**src/source/pipe_pkg.sv**
```systemverilog
package pipe_pkg;

	localparam int xlen = 32;
	localparam int reg_idx_w = 5;
	localparam int num_regs = 32;
	localparam int shamt_w = 5; // shifts only look at the low five bits.

	// major opcodes of the supported instruction classes.
	localparam logic [6:0] opc_reg = 7'b0110011;
	localparam logic [6:0] opc_imm = 7'b0010011;
	localparam logic [6:0] opc_lui = 7'b0110111;
	localparam logic [6:0] opc_branch = 7'b1100011;

	localparam logic [6:0] f7_base = 7'b0000000;
	localparam logic [6:0] f7_alt = 7'b0100000; // selects sub.

	typedef enum logic [2:0] {
		op_alu_r,
		op_alu_i,
		op_lui,
		op_branch,
		op_illegal
	} op_kind_e;

	typedef enum logic [3:0] {
		alu_add,
		alu_sub,
		alu_and,
		alu_or,
		alu_xor,
		alu_slt,
		alu_sll,
		alu_srl,
		alu_pass_b
	} alu_op_e;

	// all branch comparisons are signed.
	typedef enum logic [2:0] {
		br_none,
		br_eq,
		br_ne,
		br_lt,
		br_le,
		br_gt,
		br_ge
	} br_kind_e;

	typedef enum logic {
		fwd_rf,
		fwd_ex
	} fwd_sel_e;

	typedef struct packed {
		op_kind_e kind;
		alu_op_e alu_op;
		br_kind_e br;
		logic [reg_idx_w-1:0] rs1;
		logic [reg_idx_w-1:0] rs2;
		logic [reg_idx_w-1:0] rd;
		logic [xlen-1:0] imm;
		logic oper2_immed;
		logic reg_write;
	} dec_t;

	typedef struct packed {
		logic valid;
		logic [xlen-1:0] pc;
		logic [xlen-1:0] pfc;
		logic [xlen-1:0] inst;
		dec_t dec;
		logic [xlen-1:0] rs1_val;
		logic [xlen-1:0] rs2_val;
		logic predicted; // static not-taken prediction.
	} id_ex_t;

	typedef struct packed {
		logic valid;
		logic [xlen-1:0] pc;
		logic [reg_idx_w-1:0] rd;
		logic reg_write;
		logic [xlen-1:0] value;
		logic taken;
	} retire_t;

endpackage

```
**src/source/exec_unit.sv**
```systemverilog
`timescale 1ns/10ps

module exec_unit (
	input logic clk,
	input logic rst,
	input pipe_pkg::id_ex_t ex_in,
	output logic [pipe_pkg::xlen-1:0] ex_result,
	output logic br_taken,
	output logic [pipe_pkg::xlen-1:0] br_target,
	output pipe_pkg::retire_t retire
);

	logic [pipe_pkg::xlen-1:0] op_a;
	logic [pipe_pkg::xlen-1:0] op_b;
	logic [pipe_pkg::shamt_w-1:0] shamt;
	logic lt;
	logic eq;
	logic cond;

	assign op_a = ex_in.rs1_val;
	assign op_b = ex_in.dec.oper2_immed ? ex_in.dec.imm : ex_in.rs2_val;
	assign shamt = op_b[pipe_pkg::shamt_w-1:0];
	assign lt = $signed(op_a) < $signed(op_b);
	assign eq = op_a == op_b;

	always_comb begin
		case (ex_in.dec.alu_op)
		pipe_pkg::alu_add: ex_result = op_a + op_b;
		pipe_pkg::alu_sub: ex_result = op_a - op_b;
		pipe_pkg::alu_and: ex_result = op_a & op_b;
		pipe_pkg::alu_or: ex_result = op_a | op_b;
		pipe_pkg::alu_xor: ex_result = op_a ^ op_b;
		pipe_pkg::alu_slt: ex_result = {{(pipe_pkg::xlen-1){1'b0}}, lt};
		pipe_pkg::alu_sll: ex_result = op_a << shamt;
		pipe_pkg::alu_srl: ex_result = op_a >> shamt;
		pipe_pkg::alu_pass_b: ex_result = op_b; // lui.
		default: ex_result = '0;
		endcase
	end

	// branches never use the immediate as operand B, so op_b is rs2 here.
	always_comb begin
		case (ex_in.dec.br)
		pipe_pkg::br_eq: cond = eq;
		pipe_pkg::br_ne: cond = !eq;
		pipe_pkg::br_lt: cond = lt;
		pipe_pkg::br_le: cond = lt || eq;
		pipe_pkg::br_gt: cond = !lt && !eq;
		pipe_pkg::br_ge: cond = !lt;
		default: cond = 1'b0;
		endcase
	end

	assign br_taken = ex_in.valid && (ex_in.dec.kind == pipe_pkg::op_branch) && cond;
	assign br_target = ex_in.pc + ex_in.dec.imm;

	always_ff @(posedge clk or posedge rst) begin
		if (rst) begin
			retire <= '0;
		end else begin
			retire.valid <= ex_in.valid;
			retire.pc <= ex_in.pc;
			retire.rd <= ex_in.dec.rd;
			retire.reg_write <= ex_in.dec.reg_write;
			retire.taken <= br_taken;
			// a branch reports its fall-through address instead of an ALU value.
			if (ex_in.dec.kind == pipe_pkg::op_branch)
				retire.value <= ex_in.pfc;
			else
				retire.value <= ex_result;
		end
	end

endmodule

```
**src/source/id_ex_buffer.sv**
```systemverilog
`timescale 1ns/10ps

module id_ex_buffer (
	input logic clk,
	input logic rst,
	input logic flush,
	input pipe_pkg::id_ex_t id_in,
	output pipe_pkg::id_ex_t ex_out
);

	always_ff @(posedge clk or posedge rst) begin
		if (rst) begin
			ex_out <= '0;
		end else if (flush) begin
			ex_out <= '0; // wrong-path word becomes a bubble.
		end else begin
			ex_out <= id_in;
			ex_out.pfc <= id_in.pc + pipe_pkg::xlen'(1); // pc counts words.
		end
	end

	// the bubble left by a flush can never redirect fetch again.
	flush_not_repeated: assert property (
		@(posedge clk) disable iff (rst) flush |=> !flush
	);

endmodule

```
**src/source/inst_decoder.sv**
```systemverilog
`timescale 1ns/10ps

module inst_decoder (
	input logic [pipe_pkg::xlen-1:0] inst,
	output pipe_pkg::dec_t dec
);

	logic [6:0] opcode;
	logic [2:0] funct3;
	logic [6:0] funct7;
	logic bad; // word is not one of the supported encodings.

	assign opcode = inst[6:0];
	assign funct3 = inst[14:12];
	assign funct7 = inst[31:25];

	always_comb begin
		dec = '0;
		bad = 1'b0;
		dec.kind = pipe_pkg::op_illegal;
		dec.alu_op = pipe_pkg::alu_add;
		dec.br = pipe_pkg::br_none;
		dec.rs1 = inst[19:15];
		dec.rs2 = inst[24:20];
		dec.rd = inst[11:7];

		case (opcode)
		pipe_pkg::opc_reg: begin
			dec.kind = pipe_pkg::op_alu_r;
			dec.reg_write = 1'b1;
			case (funct3)
			3'b000: dec.alu_op = (funct7 == pipe_pkg::f7_alt) ? pipe_pkg::alu_sub
				: pipe_pkg::alu_add;
			3'b001: dec.alu_op = pipe_pkg::alu_sll;
			3'b010: dec.alu_op = pipe_pkg::alu_slt;
			3'b100: dec.alu_op = pipe_pkg::alu_xor;
			3'b101: dec.alu_op = pipe_pkg::alu_srl;
			3'b110: dec.alu_op = pipe_pkg::alu_or;
			3'b111: dec.alu_op = pipe_pkg::alu_and;
			default: bad = 1'b1; // sltu is not supported.
			endcase
			// only sub may carry the alternate funct7.
			if (funct7 != pipe_pkg::f7_base && !(funct3 == 3'b000 && funct7 == pipe_pkg::f7_alt))
				bad = 1'b1;
		end
		pipe_pkg::opc_imm: begin
			dec.kind = pipe_pkg::op_alu_i;
			dec.reg_write = 1'b1;
			dec.oper2_immed = 1'b1;
			dec.imm = {{(pipe_pkg::xlen-12){inst[31]}}, inst[31:20]};
			case (funct3)
			3'b000: dec.alu_op = pipe_pkg::alu_add;
			3'b010: dec.alu_op = pipe_pkg::alu_slt;
			3'b100: dec.alu_op = pipe_pkg::alu_xor;
			3'b110: dec.alu_op = pipe_pkg::alu_or;
			3'b111: dec.alu_op = pipe_pkg::alu_and;
			default: bad = 1'b1; // immediate shifts and sltiu are left out.
			endcase
		end
		pipe_pkg::opc_lui: begin
			dec.kind = pipe_pkg::op_lui;
			dec.alu_op = pipe_pkg::alu_pass_b;
			dec.reg_write = 1'b1;
			dec.oper2_immed = 1'b1;
			dec.imm = {inst[31:12], 12'b0};
		end
		pipe_pkg::opc_branch: begin
			dec.kind = pipe_pkg::op_branch;
			// the B field is taken as a signed word offset, without the usual low zero.
			dec.imm = {{(pipe_pkg::xlen-12){inst[31]}}, inst[31], inst[7], inst[30:25],
				inst[11:8]};
			case (funct3)
			3'b000: dec.br = pipe_pkg::br_eq;
			3'b001: dec.br = pipe_pkg::br_ne;
			3'b100: dec.br = pipe_pkg::br_lt;
			3'b101: dec.br = pipe_pkg::br_ge;
			3'b110: dec.br = pipe_pkg::br_le; // ble and bgt reuse the unsigned slots.
			3'b111: dec.br = pipe_pkg::br_gt;
			default: bad = 1'b1;
			endcase
		end
		default: bad = 1'b1;
		endcase

		if (bad) begin
			dec.kind = pipe_pkg::op_illegal;
			dec.br = pipe_pkg::br_none;
			dec.reg_write = 1'b0; // retires as a bubble with no write.
		end
	end

endmodule

```
**src/source/pipe_control.sv**
```systemverilog
`timescale 1ns/10ps

module pipe_control (
	input logic clk,
	input logic rst,
	input logic [pipe_pkg::reg_idx_w-1:0] dec_rs1,
	input logic [pipe_pkg::reg_idx_w-1:0] dec_rs2,
	input pipe_pkg::id_ex_t ex_entry,
	input logic br_taken,
	input logic [pipe_pkg::xlen-1:0] br_target,
	output logic [pipe_pkg::xlen-1:0] fetch_pc,
	output logic flush,
	output pipe_pkg::fwd_sel_e fwd_a,
	output pipe_pkg::fwd_sel_e fwd_b
);

	logic [pipe_pkg::xlen-1:0] next_pc;
	logic ex_is_branch;
	logic ex_writes; // EX entry will produce a register value.

	assign ex_is_branch = ex_entry.valid && (ex_entry.dec.kind == pipe_pkg::op_branch);

	// mispredict when the resolved direction differs from the guess.
	assign flush = ex_is_branch && (br_taken != ex_entry.predicted);
	assign next_pc = flush ? br_target : fetch_pc + pipe_pkg::xlen'(1);

	always_ff @(posedge clk or posedge rst) begin
		if (rst)
			fetch_pc <= '0;
		else
			fetch_pc <= next_pc;
	end

	assign ex_writes = ex_entry.valid && ex_entry.dec.reg_write && (ex_entry.dec.rd != '0);

	// older results sitting in writeback are covered by the register file bypass.
	always_comb begin
		fwd_a = pipe_pkg::fwd_rf;
		fwd_b = pipe_pkg::fwd_rf;
		if (ex_writes && ex_entry.dec.rd == dec_rs1)
			fwd_a = pipe_pkg::fwd_ex;
		if (ex_writes && ex_entry.dec.rd == dec_rs2)
			fwd_b = pipe_pkg::fwd_ex;
	end

	// a taken result may only come from a live branch in EX.
	taken_needs_live_branch: assert property (
		@(posedge clk) disable iff (rst) br_taken |-> ex_is_branch
	);

endmodule

```
**src/source/pipe_core.sv**
```systemverilog
`timescale 1ns/10ps

module pipe_core (
	input logic clk,
	input logic rst,
	output logic [pipe_pkg::xlen-1:0] fetch_pc,
	input logic [pipe_pkg::xlen-1:0] fetch_inst,
	output pipe_pkg::retire_t retire
);

	pipe_pkg::dec_t dec;
	pipe_pkg::id_ex_t id_in;
	pipe_pkg::id_ex_t ex_entry;
	pipe_pkg::fwd_sel_e fwd_a;
	pipe_pkg::fwd_sel_e fwd_b;
	logic [pipe_pkg::xlen-1:0] rf_a;
	logic [pipe_pkg::xlen-1:0] rf_b;
	logic [pipe_pkg::xlen-1:0] ex_result;
	logic [pipe_pkg::xlen-1:0] br_target;
	logic br_taken;
	logic flush;

	pipe_control i_control (
		.clk(clk),
		.rst(rst),
		.dec_rs1(dec.rs1),
		.dec_rs2(dec.rs2),
		.ex_entry(ex_entry),
		.br_taken(br_taken),
		.br_target(br_target),
		.fetch_pc(fetch_pc),
		.flush(flush),
		.fwd_a(fwd_a),
		.fwd_b(fwd_b)
	);

	inst_decoder i_decoder (.inst(fetch_inst), .dec(dec));

	reg_file i_regs (
		.clk(clk),
		.rst(rst),
		.rs1_idx(dec.rs1),
		.rs2_idx(dec.rs2),
		.rs1_val(rf_a),
		.rs2_val(rf_b),
		.wb(retire)
	);

	// stage 1 payload; pfc is filled in by the buffer.
	assign id_in = '{
		valid: 1'b1,
		pc: fetch_pc,
		pfc: '0,
		inst: fetch_inst,
		dec: dec,
		rs1_val: (fwd_a == pipe_pkg::fwd_ex) ? ex_result : rf_a,
		rs2_val: (fwd_b == pipe_pkg::fwd_ex) ? ex_result : rf_b,
		predicted: 1'b0
	};

	id_ex_buffer i_id_ex (.clk(clk), .rst(rst), .flush(flush), .id_in(id_in), .ex_out(ex_entry));

	exec_unit i_exec (
		.clk(clk),
		.rst(rst),
		.ex_in(ex_entry),
		.ex_result(ex_result),
		.br_taken(br_taken),
		.br_target(br_target),
		.retire(retire)
	);

endmodule

```
**src/source/reg_file.sv**
```systemverilog
`timescale 1ns/10ps

module reg_file (
	input logic clk,
	input logic rst,
	input logic [pipe_pkg::reg_idx_w-1:0] rs1_idx,
	input logic [pipe_pkg::reg_idx_w-1:0] rs2_idx,
	output logic [pipe_pkg::xlen-1:0] rs1_val,
	output logic [pipe_pkg::xlen-1:0] rs2_val,
	input pipe_pkg::retire_t wb
);

	logic [pipe_pkg::xlen-1:0] regs [pipe_pkg::num_regs];
	logic wb_en;

	assign wb_en = wb.valid && wb.reg_write && (wb.rd != '0); // x0 is never written.

	always_ff @(posedge clk or posedge rst) begin
		if (rst) begin
			for (int i = 0; i < pipe_pkg::num_regs; i++)
				regs[i] <= '0;
		end else if (wb_en) begin
			regs[wb.rd] <= wb.value;
		end
	end

	// a value being written this cycle is seen by a read in the same cycle.
	always_comb begin
		if (rs1_idx == '0)
			rs1_val = '0;
		else if (wb_en && wb.rd == rs1_idx)
			rs1_val = wb.value;
		else
			rs1_val = regs[rs1_idx];

		if (rs2_idx == '0)
			rs2_val = '0;
		else if (wb_en && wb.rd == rs2_idx)
			rs2_val = wb.value;
		else
			rs2_val = regs[rs2_idx];
	end

	// a retired write always carries a known value.
	write_value_known: assert property (
		@(posedge clk) disable iff (rst) wb_en |-> !$isunknown(wb.value)
	);

endmodule

```
**config.mk**
```make
export PLATFORM = sky130hd
export DESIGN_NAME = pipe_core
export DESIGN_NICKNAME = d
export VERILOG_FILES = /design/src/source/pipe_pkg.sv /design/src/source/exec_unit.sv /design/src/source/id_ex_buffer.sv /design/src/source/inst_decoder.sv /design/src/source/pipe_control.sv /design/src/source/pipe_core.sv /design/src/source/reg_file.sv
export SDC_FILE = /design/constraint.sdc
export NUM_CORES = 2
export LEC_CHECK = 0
export BUFFER_PORTS_ARGS = -buffer_cell sky130_fd_sc_hd__buf_2
export CORE_MARGIN = 4
export CORE_UTILIZATION = 64
export CTS_CLUSTER_DIAMETER = 40
export DETAILED_ROUTE_END_ITERATION = 10
export PLACE_DENSITY = 0.84
export SYNTH_ARGS = -nofsm -noshare
export SYNTH_HDL_FRONTEND = slang
export SYNTH_SLANG_ARGS = --single-unit
```
**constraint.sdc**
```tcl
create_clock -name clk -period 57.6 [get_ports clk]
set_clock_uncertainty 0.2 [all_clocks]
set_input_delay 11.52 -clock clk [delete_from_list [all_inputs] [get_ports clk]]
set_output_delay 11.52 -clock clk [all_outputs]
set_load 0.1 [all_outputs]
```
# Word-level counts from Yosys, hierarchy flattened
# Cells that the tools add are included.
# classes
addsub,4
mul,0
n_div,0
n_lt_le_gt_ge,5
n_eq_ne,32
shift,2
n_mux,41
bitwise,6
reduce_logical,31
# op_table
op,count
bitwise mux 1024 bit,1
two-way mux 32 bit,14
binary-select mux 32 bit (select 5 bit),2
one-hot mux 32 bit (9 select lines),1
two-way mux 221 bit,1
demux 32 bit (select 5 bit),1
one-hot mux 32 bit (3 select lines),1
adder 32 bit,2
adder 32 x 1 -> 32 bit (second input constant),1
bitwise AND 32 bit,1
equality test 32 bit,1
less-than comparator 32 bit,1
bitwise OR 32 bit,1
left shift 32 x 5 -> 32 bit,1
>> shifter 32 x 5 -> 32 bit,1
subtractor 32 bit,1
XOR 32 bit,1
one-hot mux 4 bit (7 select lines),1
one-hot mux 3 bit (4 select lines),2
equality test 3 bit (second input constant),7
equality test 7 x 6 -> 1 bit (second input constant),3
equality test 5 bit,4
>= comparator 6 bit (second input constant),3
inverter 5 -> 6 bit,3
other kinds (29),66
# totals
reg_bits,1307
latch_bits,0
ram_bits,0
romBits,0
input_bits,34
output_inout_bits,104
word_cells,173
mem_count,0

# Logic depth before layout (Yosys ltp)
# logic_depth
ltp_word,9
ltp_mapped,22
depth_no_buf,15

# Hierarchy
# A second synthesis with hierarchy kept.
# unflattened
hier_cells,6570
hier_area_um2,80056.8
# by_module_without_submodules
mod,instances,cells_each,area_each_um2,seq_area_each_um2
reg_file,1,4011,56177.6,25624.6
exec_unit,1,1586,12519.5,1801.7
id_ex_buffer,1,570,7586.0,5530.3
pipe_control,1,226,1956.9,800.8
pipe_core,1,74,1096.1,0.0
inst_decoder,1,103,720.7,0.0

# Worst setup path after synthesis
# No wires, ideal clock.
# synth_timing
path_kind,input -> register
startpoint,input fetch_inst[20] (netlist bit)
endpoint,register i_id_ex.ex_out[6] (netlist bit)
setup_time_ns,0.121
arrival_ns,14.231
t_required_ns,57.279
path_slack_ns,43.047
path_stages,10
cell_sequence,clkbuf_1 clkbuf_1 buf_1 clkbuf_1 mux4_2 mux4_2 mux2i_1 a21oi_1 a22oi_1 nor2_1
# synth_between
elab_chain_len,8
word_cells_on_any_way,14
cone_classes,eq/ne (2); mux (8); bitwise (1); reduce/logical (3)
# synth_lines
element,line_no,rtl
start: declaration,pipe_core.sv:7,"input logic [pipe_pkg::xlen-1:0] fetch_inst,"
inverter 5 -> 6 bit (implied by the code),reg_file.sv:41,rs2_val = regs[rs2_idx];
binary-select mux 32 bit (select 5 bit),reg_file.sv:41,
two-way mux 32 bit (implied by the code) (2 in a row),reg_file.sv:41,
two-way mux 32 bit,reg_file.sv:38,else if (wb_en && wb.rd == rs2_idx)
two-way mux 32 bit,reg_file.sv:36,if (rs2_idx == '0)
two-way mux 32 bit (*),pipe_core.sv:57,"rs2_val: (fwd_b == pipe_pkg::fwd_ex) ? ex_result : rf_b,"
two-way mux 221 bit (*),id_ex_buffer.sv:14,end else if (flush) begin
end signal: assignment,id_ex_buffer.sv:17,ex_out <= id_in;
end: declaration,id_ex_buffer.sv:8,output pipe_pkg::id_ex_t ex_out
# Mark *: on every way between the ends. The rest lies on a longest branch, timed or not. The select of a mux whose other input is x is not followed.
# A chain may end at the register's enable or synchronous reset.

# Worst setup path after layout
# layout_timing
startpoint,input fetch_inst[15] (netlist bit)
endpoint,register i_id_ex.ex_out[38] (netlist bit)
# layout_between
elab_chain_len,8
word_cells_on_any_way,14
cone_classes,eq/ne (2); mux (8); bitwise (1); reduce/logical (3)
# layout_lines
element,line_no,rtl
inverter 5 -> 6 bit (implied by the code),reg_file.sv:34,rs1_val = regs[rs1_idx];
binary-select mux 32 bit (select 5 bit),reg_file.sv:34,
two-way mux 32 bit (implied by the code) (2 in a row),reg_file.sv:34,
two-way mux 32 bit,reg_file.sv:31,else if (wb_en && wb.rd == rs1_idx)
two-way mux 32 bit,reg_file.sv:29,if (rs1_idx == '0)
two-way mux 32 bit (*),pipe_core.sv:56,"rs1_val: (fwd_a == pipe_pkg::fwd_ex) ? ex_result : rf_a,"
two-way mux 221 bit (*),id_ex_buffer.sv:14,
# Marks and branches as above.

==> impl_metrics.toml <==
[synthesis]
synth_top_area_share_pct = 43.6
synth_area_um2 = 74900
ys_seq_area_share_pct = 43.6
synth_fp_nets = 5815
synth_area_leaders = "dfrtp_1 (44%), mux4_2 (20%), mux2_2 (15%)"
synth_edf_count = 0
ys_warn_count = 0
async_reset_ff_share_pct = 100
synth-main-ff-cell = "dfrtp_1"
synthDistinctLibCells = 91
ys_top_cells_by_count = "dfrtp_1 (1306), mux2_2 (1025), mux4_2 (655), clkbuf_1 (361), nor2_1 (293)"
yosysMostFrequentCell = "dfrtp_1"
synth_cells = 5649
syn_avg_cell_area_um2 = 13.3
synth_area_leader_cell = "dfrtp_1"
ys_seq_elements = 1306

[worst_hold_path]
hold_path_depth = 0
min_path_type = "flop to flop"
min_from = "i_id_ex.ex_out[217]$_DFF_PP0_"
whs_endpoint = "i_exec.retire[68]$_DFF_PP0_"

[setup_path]
max_stage_delay_ps = 960
rr_startpoint = "i_id_ex.ex_out[66]$_DFF_PP0_"
critPathMostFrequentCell = "buf_4"
worst_ep_required_time_ps = 58020
reg2reg_to = "i_id_ex.ex_out[20]$_DFF_PP0_"
reg2reg_depth = 19
slowest_stage = "buf_4"
worstSetupPathType = "input pin to flop"
cp_max_fo = 66
crit_path_start_kind = "input pin"
worstPathArrival_ps = 16460
critical_path.cell_chain = "buf_8, buf_4, buf_4, buf_4, mux4_2, mux4_2, mux2i_1, nand2_1, o211ai_1, a21oi_1"
cp-startpoint = "fetch_inst[15]"
ff2ff_setup_slack_ps = 50470
cp-end-kind = "flop"

[power]
power_w = 0.00205
max-vdd-ir-drop_v = 0.0000371
leakage_nw = 38.7
p_per_area_nw_per_um2 = 24.9

[sta]
fin_crit_sh_pct = 27.8
worstMarginPinSlew_ps = 1260
slew_violations = 0
worst_slack_ps = 41560
whs_ps = 181
relSlewSlack_pct = 14.8
rsz0062_at_grt = "false"
layout_min_cycle_time_ps = 16040
setup_violations = 0
fin_setup_tns_ps = 0
fmax_mhz = 62.4
finalHoldViolCount = 0

[clock_network]
cts_tree = "done"
ctsHoldBuffers = 0
path_clk_slew_ps = 50
numCtsBuffers = 160
post-cts-setup-buffers = 0
clk_path_buf_depth = 3
clock_sinks = 1306
post_cts_resized = 0
clockRootBuffer = "clkbuf_16"
cts-htree-levels = 4
worstSkewPairLatency_ps = 810

[global_routing]
grt_usage_pct = 41.5
grt_max_degree = 163
grt_pass1_wl_um = 371000
grt_overflow = 0
grt_pass1_vias = 55300
antenna_found_initial = 4

[floorplan]
die_y_um = 350
dieArea_um2 = 123000
start_util_pct = 64.5
coreArea_um2 = 116000
die_w_um = 350
row_count = 125
top_level_ports = 138

[routing]
drc = 0
wirelength_um = 252000
dr.first_iter.drc_count = 7439
antenna_left = 0
vias = 54200
avgViaCountPerCell = 7.55
first_pass_iters = 7
wl_per_cell_um = 35.0

[placement]
place_ws_ps = 40710
hpwlAfterDp_um = 156000
gp_congestion = 1.08
port_buffers = 137

[run]
drv_cap = 0

[layout]
areaGrowthSynthToFinish_pct = 9.83
drive_gt1_share_pct = 40.5
final_core_util_pct = 70.8
nNetsFinal = 5698

[outcome]
status = "finished, final reports clean"
layout by cell type, fill, tap and decap left out, types with 18 or more instances in the layout:
cell	n
nand2_1	218
nand3_1	57
dfrtp_1	1305
and3_1	26
nor2_1	279
buf_4	133
mux2i_1	185
clkbuf_16	164
o21ai_0	86
xor2_1	38
a21o_1	63
a21oi_1	216
ha_1	129
a31oi_1	29
a221oi_1	18
mux2_2	1025
mux4_2	655
xnor2_1	43
a211oi_1	29
o21bai_1	19
o22ai_1	34
nand2b_1	29
and2_1	45
clkbuf_8	24
buf_2	127
o211ai_1	56
nor3_1	42
a22oi_1	41
inv_1	113
worst max-delay path by stage:
| stage | endpoint | slack, ps | depth (start not counted) |
|---|---|---|---|
| floorplan | i_control.fetch_pc[0]$_DFF_PP0_ | 9070 | 1 |
| global placement | i_id_ex.ex_out[47]$_DFF_PP0_ | 40800 | 10 |
| detailed placement | i_id_ex.ex_out[49]$_DFF_PP0_ | 40710 | 10 |
| CTS | i_id_ex.ex_out[38]$_DFF_PP0_ | 41470 | 10 |
| global route | i_id_ex.ex_out[66]$_DFF_PP0_ | 41040 | 7 |
| finish | i_id_ex.ex_out[38]$_DFF_PP0_ | 41560 | 10 |
report_power, final:
group,internal (W),switching [W],leakage [nW]
Combinational,0.0000231,0.0000554,17.8
Clock,0.000627,0.000423,2.71
Sequential,0.000918,0.00000174,18.2
area by class of cell:
cell class	instances	area [um^2]
sequential	1306	32700
fill	7301	33900
timing repair buffer	266	1730
multi-input combinational	3681	39900
clock buffer	202	4490
antenna	4	10.0
inverter	117	447
tap	1524	1910
clock inverter	85	1100
layer usage:
metal  track usage, %  part of all wire (%)  up-vias
li1                 -                     -    21300
met1             54.8                    35    27800
met2             59.5                    44     4010
met3             13.1                    13     1159
met4             28.2                   8.3        2
met5                0                0.0056        -
worst max-delay path, delay by kind of cell:
kind            cells  cell delay, ps
compound gates      2             250
buf+inv             4            3140
mux                 3            1300
simple gates        1             100
flip-flops by register name, summed over array words and instances (netlist names):
name	cells
i_regs.regs	1024
i_id_ex.ex_out	178
i_exec.retire	72
i_control.fetch_pc	32
stage by stage:
stage	area [um^2]	instances
CTS	82300	7181
finish	82300	7185
detailed placement	76700	6894
global route	82300	7181
global placement	76700	6894
floorplan	74900	5649
kinds of logic (layout without fill, tap and decap cells):
family          count (synthesis)  after routing  share of synthesized area, %
mux                          1873           1873                          37.7
other cells                     0              4                             0
buf+inv                       662            670                          3.43
fa+ha+maj                     132            132                          2.23
compound gates                763            763                          6.88
flops                        1306           1306                          43.6
xor+xnor                       81             81                         0.947
simple gates                  832            832                          5.14
No activity file was read; power rests on OpenSTA's default activity.
